==> src/hw/videoPkg.sv <==
// Screen geometry and colour definitions for the scene.
// Shared by the platform store, the hit tests and the pixel colour stage.
// Modules refer to these names as videoPkg::name.

package videoPkg;

    // --------------------
    // coordinate and channel types
    // --------------------
    typedef logic [9:0] coordT;
    typedef logic [7:0] colorT;

    // bottom visible row, and the distance a wrapped platform moves back up
    localparam coordT screenYMax   = 10'd479;
    localparam coordT screenHeight = 10'd480;

    // --------------------
    // colour table
    // --------------------
    localparam colorT doodleRed   = 8'hCA;
    localparam colorT doodleGreen = 8'hC9;
    localparam colorT doodleBlue  = 8'h2E;

    localparam colorT platRed     = 8'h66;
    localparam colorT platGreen   = 8'hDD;
    localparam colorT platBlue    = 8'h11;

    localparam colorT cannonRed   = 8'hFF;
    localparam colorT cannonGreen = 8'h00;
    localparam colorT cannonBlue  = 8'h00;

    // sandy background
    localparam colorT backRed     = 8'h98;
    localparam colorT backGreen   = 8'h85;
    localparam colorT backBlue    = 8'h58;

endpackage

==> src/hw/platformPkg.sv <==
// Platform field definitions: count, index and delta types, sizes,
// initial spacing and the random X generator constants.
// Modules refer to these names as platformPkg::name.

package platformPkg;

    // --------------------
    // field size and types
    // --------------------
    localparam int platCount = 8;

    typedef logic [2:0] platIndexT;
    typedef logic [7:0] scrollDeltaT;
    typedef logic [8:0] rngT;

    // --------------------
    // random generator
    // --------------------
    localparam rngT rngSeed    = 9'h1AB;
    localparam int  rngTapHigh = 8;
    localparam int  rngTapLow  = 4;

    // raw values up to the limit are shifted right by the margin,
    // larger ones are folded back so X stays on screen
    localparam rngT           platXLimit  = 9'd500;
    localparam videoPkg::coordT platXMargin = 10'd20;
    localparam videoPkg::coordT platXFold   = 10'd200;

    // --------------------
    // placement and size
    // --------------------
    // platform i starts at platYFirst + i * platYPitch
    localparam videoPkg::coordT platYFirst = 10'd30;
    localparam videoPkg::coordT platYPitch = 10'd60;

    localparam videoPkg::coordT platHalfW  = 10'd10;
    localparam videoPkg::coordT platHalfH  = 10'd4;

endpackage

==> src/hw/doodleScene.sv <==
// Top level of the platform scene.
// Connects the sequencer, position store and random source of the platform
// field to the hit test and pixel colour path. Scroll requests use a
// valid/ready handshake; pixels stream in one per cycle with no handshake.

`timescale 1ns/100ps

module doodleScene
(
    input  logic                     frame_clk,
    input  logic                     loadplat,
    input  logic                     scrollValid,
    input  platformPkg::scrollDeltaT scrollDelta,
    output logic                     scrollReady,
    input  videoPkg::coordT          drawX,
    input  videoPkg::coordT          drawY,
    input  videoPkg::coordT          doodleX,
    input  videoPkg::coordT          doodleY,
    input  videoPkg::coordT          doodleSize,
    input  videoPkg::coordT          cannonX,
    input  videoPkg::coordT          cannonY,
    input  videoPkg::coordT          cannonSize,
    output videoPkg::colorT          red,
    output videoPkg::colorT          green,
    output videoPkg::colorT          blue,
    output videoPkg::coordT          platX [platformPkg::platCount],
    output videoPkg::coordT          platY [platformPkg::platCount]
);

    logic                     writeEn;
    platformPkg::platIndexT   writeIndex;
    logic                     initMode;
    platformPkg::scrollDeltaT stepDelta;
    platformPkg::rngT         rngValue;
    logic                     rngTake;
    logic                     platformOn;

    // --------------------
    // platform field
    // --------------------
    platformCtrl ctrl
    (
        .frame_clk   (frame_clk),
        .loadplat    (loadplat),
        .scrollValid (scrollValid),
        .scrollDelta (scrollDelta),
        .scrollReady (scrollReady),
        .writeEn     (writeEn),
        .writeIndex  (writeIndex),
        .initMode    (initMode),
        .stepDelta   (stepDelta)
    );

    platformStore store
    (
        .frame_clk  (frame_clk),
        .loadplat   (loadplat),
        .writeEn    (writeEn),
        .writeIndex (writeIndex),
        .initMode   (initMode),
        .stepDelta  (stepDelta),
        .rngValue   (rngValue),
        .rngTake    (rngTake),
        .platX      (platX),
        .platY      (platY)
    );

    platformRng rng
    (
        .frame_clk (frame_clk),
        .loadplat  (loadplat),
        .rngTake   (rngTake),
        .rngValue  (rngValue)
    );

    // --------------------
    // pixel path
    // --------------------
    platformHit hit
    (
        .drawX      (drawX),
        .drawY      (drawY),
        .platX      (platX),
        .platY      (platY),
        .platformOn (platformOn)
    );

    pixelColor color
    (
        .frame_clk  (frame_clk),
        .loadplat   (loadplat),
        .drawX      (drawX),
        .drawY      (drawY),
        .doodleX    (doodleX),
        .doodleY    (doodleY),
        .doodleSize (doodleSize),
        .cannonX    (cannonX),
        .cannonY    (cannonY),
        .cannonSize (cannonSize),
        .platformOn (platformOn),
        .red        (red),
        .green      (green),
        .blue       (blue)
    );

endmodule

==> src/hw/pixelColor.sv <==
// Pixel colour stage.
// Tests the draw coordinate against the doodle and cannon squares, picks a
// colour with priority doodle, platform, cannon, background and registers
// it, giving one cycle of latency with a new pixel accepted every cycle.

`timescale 1ns/100ps

module pixelColor
(
    input  logic            frame_clk,
    input  logic            loadplat,
    input  videoPkg::coordT drawX,
    input  videoPkg::coordT drawY,
    input  videoPkg::coordT doodleX,
    input  videoPkg::coordT doodleY,
    input  videoPkg::coordT doodleSize,
    input  videoPkg::coordT cannonX,
    input  videoPkg::coordT cannonY,
    input  videoPkg::coordT cannonSize,
    input  logic            platformOn,
    output videoPkg::colorT red,
    output videoPkg::colorT green,
    output videoPkg::colorT blue
);

    logic doodleOn;
    logic cannonOn;

    // square of half size s around (cx, cy), compared without underflow
    function automatic logic squareHit(videoPkg::coordT px, videoPkg::coordT py,
                                       videoPkg::coordT cx, videoPkg::coordT cy,
                                       videoPkg::coordT s);
        return (11'(px) + 11'(s) >= 11'(cx)) && (11'(px) <= 11'(cx) + 11'(s)) &&
               (11'(py) + 11'(s) >= 11'(cy)) && (11'(py) <= 11'(cy) + 11'(s));
    endfunction

    assign doodleOn = squareHit(drawX, drawY, doodleX, doodleY, doodleSize);
    assign cannonOn = squareHit(drawX, drawY, cannonX, cannonY, cannonSize);

    // --------------------
    // priority select and output register
    // --------------------
    always_ff @(posedge frame_clk or posedge loadplat)
    begin
        if (loadplat)
        begin
            red   <= '0;
            green <= '0;
            blue  <= '0;
        end
        else if (doodleOn)
        begin
            red   <= videoPkg::doodleRed;
            green <= videoPkg::doodleGreen;
            blue  <= videoPkg::doodleBlue;
        end
        else if (platformOn)
        begin
            red   <= videoPkg::platRed;
            green <= videoPkg::platGreen;
            blue  <= videoPkg::platBlue;
        end
        else if (cannonOn)
        begin
            red   <= videoPkg::cannonRed;
            green <= videoPkg::cannonGreen;
            blue  <= videoPkg::cannonBlue;
        end
        else
        begin
            red   <= videoPkg::backRed;
            green <= videoPkg::backGreen;
            blue  <= videoPkg::backBlue;
        end
    end

endmodule

==> src/hw/platformCtrl.sv <==
// Sequencer for the platform field.
// After reset it sweeps every platform index once for initial placement,
// then waits for scroll requests on a valid/ready handshake and runs one
// sweep per accepted request. The store does the per-platform arithmetic.

`timescale 1ns/100ps

module platformCtrl
(
    input  logic                     frame_clk,
    input  logic                     loadplat,
    input  logic                     scrollValid,
    input  platformPkg::scrollDeltaT scrollDelta,
    output logic                     scrollReady,
    output logic                     writeEn,
    output platformPkg::platIndexT   writeIndex,
    output logic                     initMode,
    output platformPkg::scrollDeltaT stepDelta
);

    typedef enum logic [1:0]
    {
        place,
        idle,
        scroll
    } ctrlStateT;

    ctrlStateT             state;
    platformPkg::platIndexT index;
    logic                  lastWrite;
    logic                  transfer;

    assign lastWrite = (index == platformPkg::platIndexT'(platformPkg::platCount - 1));
    assign transfer  = scrollValid && scrollReady;

    // --------------------
    // state and index counter
    // --------------------
    always_ff @(posedge frame_clk or posedge loadplat)
    begin
        if (loadplat)
        begin
            state <= place;
            index <= '0;
        end
        else
        begin
            case (state)
                place, scroll:
                begin
                    index <= index + 1'b1;
                    if (lastWrite)
                    begin
                        state <= idle;
                    end
                end
                idle:
                begin
                    index <= '0;
                    if (transfer)
                    begin
                        state <= scroll;
                    end
                end
                default:
                begin
                    state <= idle;
                end
            endcase
        end
    end

    // delta is held for the whole sweep
    always_ff @(posedge frame_clk)
    begin
        if (transfer)
        begin
            stepDelta <= scrollDelta;
        end
    end

    // --------------------
    // outputs decoded from state
    // --------------------
    assign scrollReady = (state == idle);
    assign writeEn     = (state != idle);
    assign initMode    = (state == place);
    assign writeIndex  = index;

endmodule

==> src/hw/platformHit.sv <==
// Platform hit test for the current draw coordinate.
// Each platform is a rectangle of platHalfW by platHalfH around its centre;
// the result is high when the coordinate lies inside any of them.

`timescale 1ns/100ps

module platformHit
(
    input  videoPkg::coordT drawX,
    input  videoPkg::coordT drawY,
    input  videoPkg::coordT platX [platformPkg::platCount],
    input  videoPkg::coordT platY [platformPkg::platCount],
    output logic            platformOn
);

    logic [10:0] drawXWide;
    logic [10:0] drawYWide;

    assign drawXWide = 11'(drawX);
    assign drawYWide = 11'(drawY);

    // sizes are added on the opposite side instead of subtracted,
    // so platforms touching column or row zero are still drawn
    always_comb
    begin
        platformOn = 1'b0;
        for (int i = 0; i < platformPkg::platCount; i++)
        begin
            if ((drawXWide + 11'(platformPkg::platHalfW) >= 11'(platX[i])) &&
                (drawXWide <= 11'(platX[i]) + 11'(platformPkg::platHalfW)) &&
                (drawYWide + 11'(platformPkg::platHalfH) >= 11'(platY[i])) &&
                (drawYWide <= 11'(platY[i]) + 11'(platformPkg::platHalfH)))
            begin
                platformOn = 1'b1;
            end
        end
    end

endmodule

==> src/hw/platformRng.sv <==
// Shared pseudo-random source for platform X positions.
// A 9-bit Fibonacci LFSR that only advances when the store takes a value,
// so the X sequence depends on the order of use and not on elapsed time.

`timescale 1ns/100ps

module platformRng
(
    input  logic             frame_clk,
    input  logic             loadplat,
    input  logic             rngTake,
    output platformPkg::rngT rngValue
);

    logic feedback;

    // new bit shifted in at the bottom
    assign feedback = rngValue[platformPkg::rngTapHigh] ^ rngValue[platformPkg::rngTapLow];

    always_ff @(posedge frame_clk or posedge loadplat)
    begin
        if (loadplat)
        begin
            rngValue <= platformPkg::rngSeed;
        end
        else if (rngTake)
        begin
            // current value was consumed this cycle, move to the next one
            rngValue <= {rngValue[7:0], feedback};
        end
    end

endmodule

==> src/hw/platformStore.sv <==
// Position registers for all platforms.
// One platform is updated per write: initial placement takes a fresh X and
// the fixed starting row, a scroll step moves the platform down and, when
// it falls past the bottom row, respawns it at the top with a new X.
// rngTake flags every cycle in which the generator value is used.

`timescale 1ns/100ps

module platformStore
(
    input  logic                     frame_clk,
    input  logic                     loadplat,
    input  logic                     writeEn,
    input  platformPkg::platIndexT   writeIndex,
    input  logic                     initMode,
    input  platformPkg::scrollDeltaT stepDelta,
    input  platformPkg::rngT         rngValue,
    output logic                     rngTake,
    output videoPkg::coordT          platX [platformPkg::platCount],
    output videoPkg::coordT          platY [platformPkg::platCount]
);

    logic [10:0]     stepSum;
    logic            wrap;
    videoPkg::coordT mappedX;
    videoPkg::coordT initY;
    videoPkg::coordT nextX;
    videoPkg::coordT nextY;

    // --------------------
    // update arithmetic
    // --------------------
    always_comb
    begin
        // map the raw value into the visible X range
        if (rngValue <= platformPkg::platXLimit)
        begin
            mappedX = videoPkg::coordT'(rngValue) + platformPkg::platXMargin;
        end
        else
        begin
            mappedX = videoPkg::coordT'(rngValue) - platformPkg::platXFold;
        end

        initY = platformPkg::platYFirst
              + videoPkg::coordT'(writeIndex) * platformPkg::platYPitch;

        // one extra bit so the sum never wraps before the bottom test
        stepSum = 11'(platY[writeIndex]) + 11'(stepDelta);
        wrap    = (stepSum > 11'(videoPkg::screenYMax));

        if (initMode)
        begin
            nextX = mappedX;
            nextY = initY;
        end
        else if (wrap)
        begin
            nextX = mappedX;
            nextY = videoPkg::coordT'(stepSum - 11'(videoPkg::screenHeight));
        end
        else
        begin
            nextX = platX[writeIndex];
            nextY = videoPkg::coordT'(stepSum);
        end
    end

    assign rngTake = writeEn && (initMode || wrap);

    // --------------------
    // position registers
    // --------------------
    always_ff @(posedge frame_clk or posedge loadplat)
    begin
        if (loadplat)
        begin
            for (int i = 0; i < platformPkg::platCount; i++)
            begin
                platX[i] <= '0;
                platY[i] <= '0;
            end
        end
        else if (writeEn)
        begin
            platX[writeIndex] <= nextX;
            platY[writeIndex] <= nextY;
        end
    end

endmodule

==> config.mk <==
export PLATFORM = sky130hd
export DESIGN_NAME = doodleScene
export DESIGN_NICKNAME = d
export VERILOG_FILES = /design/src/hw/videoPkg.sv /design/src/hw/platformPkg.sv /design/src/hw/doodleScene.sv /design/src/hw/pixelColor.sv /design/src/hw/platformCtrl.sv /design/src/hw/platformHit.sv /design/src/hw/platformRng.sv /design/src/hw/platformStore.sv
export SDC_FILE = /design/constraint.sdc
export NUM_CORES = 1
export LEC_CHECK = 0
export CAP_MARGIN = 20
export CORE_MARGIN = 4
export CORE_UTILIZATION = 65
export CTS_CLUSTER_DIAMETER = 200
export DETAILED_ROUTE_END_ITERATION = 12
export DONT_BUFFER_PORTS = 1
export GPL_ROUTABILITY_DRIVEN = 0
export PLACE_DENSITY = 0.77
export SLEW_MARGIN = 15
export SYNTH_ARGS = -nofsm -noshare
export SYNTH_HDL_FRONTEND = slang
export SYNTH_HIERARCHICAL = 1
export SYNTH_SLANG_ARGS = --single-unit
==> constraint.sdc <==
create_clock -name frame_clk -period 14.9 [get_ports frame_clk]
set_input_delay 2.98 -clock frame_clk [delete_from_list [all_inputs] [get_ports frame_clk]]
set_output_delay 2.98 -clock frame_clk [all_outputs]
set_load 0.005 [all_outputs]
==> results.tsv <==
stage	metric	value	unit
timing	fmax	153	MHz
power	p_int	2.49	mW
synth	synth_seq_cells	194	
synth	synthesis.area	24200	um^2
timing	post-route-period-util	44.0	%
floorplanning	fp.dieH	201	um
global_route	grt_max_degree	95	
global_route	grt_overflow_total	0	
route	via_count	22300	
placed_design	io_buffers	0	
clocking	htreeDepth	4	
floorplanning	start_util	66.0	%
critical_path	cp_max_fo	16	
clocking	cts-root-buf	clkbuf_16	
power	p_seq_share	25.4	%
global_route	grt_pass1_wl	124	mm
route	drt_pass1_iterations	10	
clocking	cts_tree	built	
synth	yosysTopAreaCell	ha_1	
power	pwr-share-comb	66.0	%
route	drc	0	
power	ir_drop	0.208	mV
cells_and_area	area_delta_synth_final	3.94	%
status	status	complete, no violations	
clocking	cts.sinks	194	
synth	synth.area.top_cells	ha_1 26%, dfrtp_1 19%, xnor2_1 5.4%, nand2_1 4.1%, inv_1 4.0%	
timing	slew-limit-headroom	22.7	%
power	p_switching	3.04	mW
route	drt-initial-drc-count	2349	
timing	worst_pin_slew	1150	ps
critical_path	cp.required	15300	ps
power	powerDensity	220	nW/um^2
timing	period_needed	6550	ps
floorplanning	pin_count	276	
clocking	cts_buffers	17	
power	clock_power_share	8.6	%
synth	synthArstFlopShare	95.9	%
synth	synth_cells	2771	
synth	synth_edf_count	8	
global_route	first_global_vias	22000	
timing	skew	13.4	ps
cells_and_area	mostFrequentLayoutCells	501 x ha_1, 263 x nand2_1, 255 x inv_1	
clocking	clkLatencyLatePin	460	ps
cells_and_area	design_area	25100	um^2
critical_path	crit_type	primary input to flop	
synth	seq_area_frac_synth	20.3	%
timing	rsz0062_at_grt	false	
critical_path	reg2reg_depth	15	
route	drt-total-wl	81.6	mm
timing	finalSetupViolations	0	
route	wire_per_inst	25.4	um
worst_hold_path	min_path_type	flop to flop	
route	vias_per_cell	6.93	
clocking	hold_buffers	0	
critical_path	r2r_slack	8900	ps
synth	synth_top_area_share	26.0	%
flow_run	maxCapViolCount	0	
placed_design	post_dp_cell_area	24500	um^2
cells_and_area	layout-drive-gt1-share	7.36	%
clocking	post-cts-setup-buffers	0	
floorplanning	num_rows	70	
critical_path	rr_startpoint	ctrl/writeIndex[0]	
power	switching_share	55.0	%
synth	avgSynthCellArea	8.72	um^2
floorplanning	die_area	40300	um^2
cells_and_area	nFillCells	2977	
critical_path	timing.rr.end	rng/rngValue[2]	
critical_path	startpoint_type	primary input	
critical_path	crit_end	color/blue[6]	
cells_and_area	layout_commonest_cell	ha_1	
clocking	cts_resized	0	
clocking	clkTransAtPathRegs	70	ps
synth	synth_cell_type_count	103	
critical_path	worstPathArrival	6960	ps
worst_hold_path	min_from	rng/rngValue[0]	
placed_design	dp_hpwl	62.5	mm
global_route	antenna_found_initial	2	
cells_and_area	final_nets	3335	
critical_path	worst_setup_path_end_kind	flop	
synth	synth_flop_cell	dfrtp_1	
power	cellLeakagePower	11.8	nW
timing	slew_violations	0	
global_route	grt_usage	39.0	%
clocking	clock_path_buffers	2	
timing	hold_viol_final	0	
synth	yosysWarnings	6	
critical_path	crit_start	drawX[1]	
floorplanning	core	36600	um^2
timing	fin_setup_tns	0	ps
cells_and_area	n_antenna_cell	0	
route	detail-route-antenna-nets	0	
floorplanning	die_x	201	um
## power by group through the flow
stage / registers (mW) / logic (mW) / clock network, mW
after detailed placement: 1.38 / 3.51 / 0
after floorplan: 1.06 / 2.77 / 0
after global placement: 1.37 / 3.35 / 0
after CTS: 1.36 / 3.55 / 0.477
final: 1.40 / 3.66 / 0.475
after global routing: 1.41 / 3.98 / 0.501
## registers in the layout, indices dropped and copies added, names as in the netlist
| signal | cells |
|---|---|
| ctrl/state | 2 |
| ctrl/stepDelta | 8 |
| color/blue | 5 |
| rng/rngValue | 9 |
| ctrl/writeIndex | 3 |
| store/platX | 80 |
| color/green | 2 |
| store/platY | 80 |
| color/red | 5 |
## cells in the mapped netlist, types with 36 or more instances
master	n
nand3_1	94
inv_1	256
dfrtp_1	180
xor2_1	39
a21o_1	78
o21ai_2	41
xnor2_1	148
o21ai_1	36
nand2_1	263
nor2b_1	37
o21ai_0	174
nor3_1	60
nor2_1	100
nand4_1	52
ha_1	501
mux4_2	40
clkbuf_1	44
a21oi_1	169
## worst min path at each step
stage | end | slack, ps | cells past startpoint
global placement | rng/rngValue[0] | 520 | 2
finish | rng/rngValue[0] | 560 | 2
floorplan | rng/rngValue[0] | 500 | 2
detailed placement | rng/rngValue[0] | 540 | 2
global route | rng/rngValue[0] | 570 | 2
CTS | rng/rngValue[0] | 560 | 2
## per-layer routing
layer,routed length (um),part of all wire [%],track usage [%],up-vias
met5,28,0.034,0,-
met4,5260,6.5,20.1,4
met3,10100,12,12.9,379
met2,36200,44,62.7,1388
met1,30000,37,46.8,10500
li1,-,-,-,9981
## final cells by class
type                    instances  area [um^2]  share of cell area [%]
well taps                     468          586                    2.33
flip-flops and latches        194         4900                    19.5
repair buffers                 10         72.6                   0.289
inverters                     277         1050                    4.17
multi-input cells            2231        17900                    71.3
clock inverters                11          138                   0.548
clock buffers                  21          460                    1.83
## worst max-delay path, cell delays in order
cell and delay [ps]:
ha_1 210, o21ai_0 350, nor2_1 120, xor2_1 640, ha_1 390, a21o_1 190, a221o_1 350, a211oi_1 230
a211oi_1 110, a211oi_1 270, nand4_1 470, a31oi_1 440, and2_2 200
## stage by stage
| step | hold slack (ps) | setup WS [ps] | util [%] | instances | power, mW |
|---|---|---|---|---|---|
| 2_1_floorplan | 503 | 7600 | - | 2773 | 3.82 |
| 3_3_place_gp | 522 | 8110 | 66.9 | 3179 | 4.72 |
| 3_5_place_dp | 542 | 7990 | 66.9 | 3179 | 4.89 |
| 4_1_cts | 556 | 8460 | 68.6 | 3211 | 5.39 |
| 5_1_grt | 567 | 8190 | 68.6 | 3212 | 5.90 |
| 6_report | 557 | 8350 | 68.6 | 3212 | 5.54 |
## cell families (layout without fill, tap and decap cells)
kind of cell    count (synthesis)  in the layout  share of synthesized area [%]
compound gates                721            721                           19.6
xor+xnor                      188            188                           6.89
fa+ha+maj                     513            513                           26.9
buf+inv                       348            319                           5.75
flops                         194            194                           20.3
mux                            69             69                           5.34
other cells                     1              3                         0.0155
simple gates                  737            737                           15.1
(Power assumes the default switching activity.)
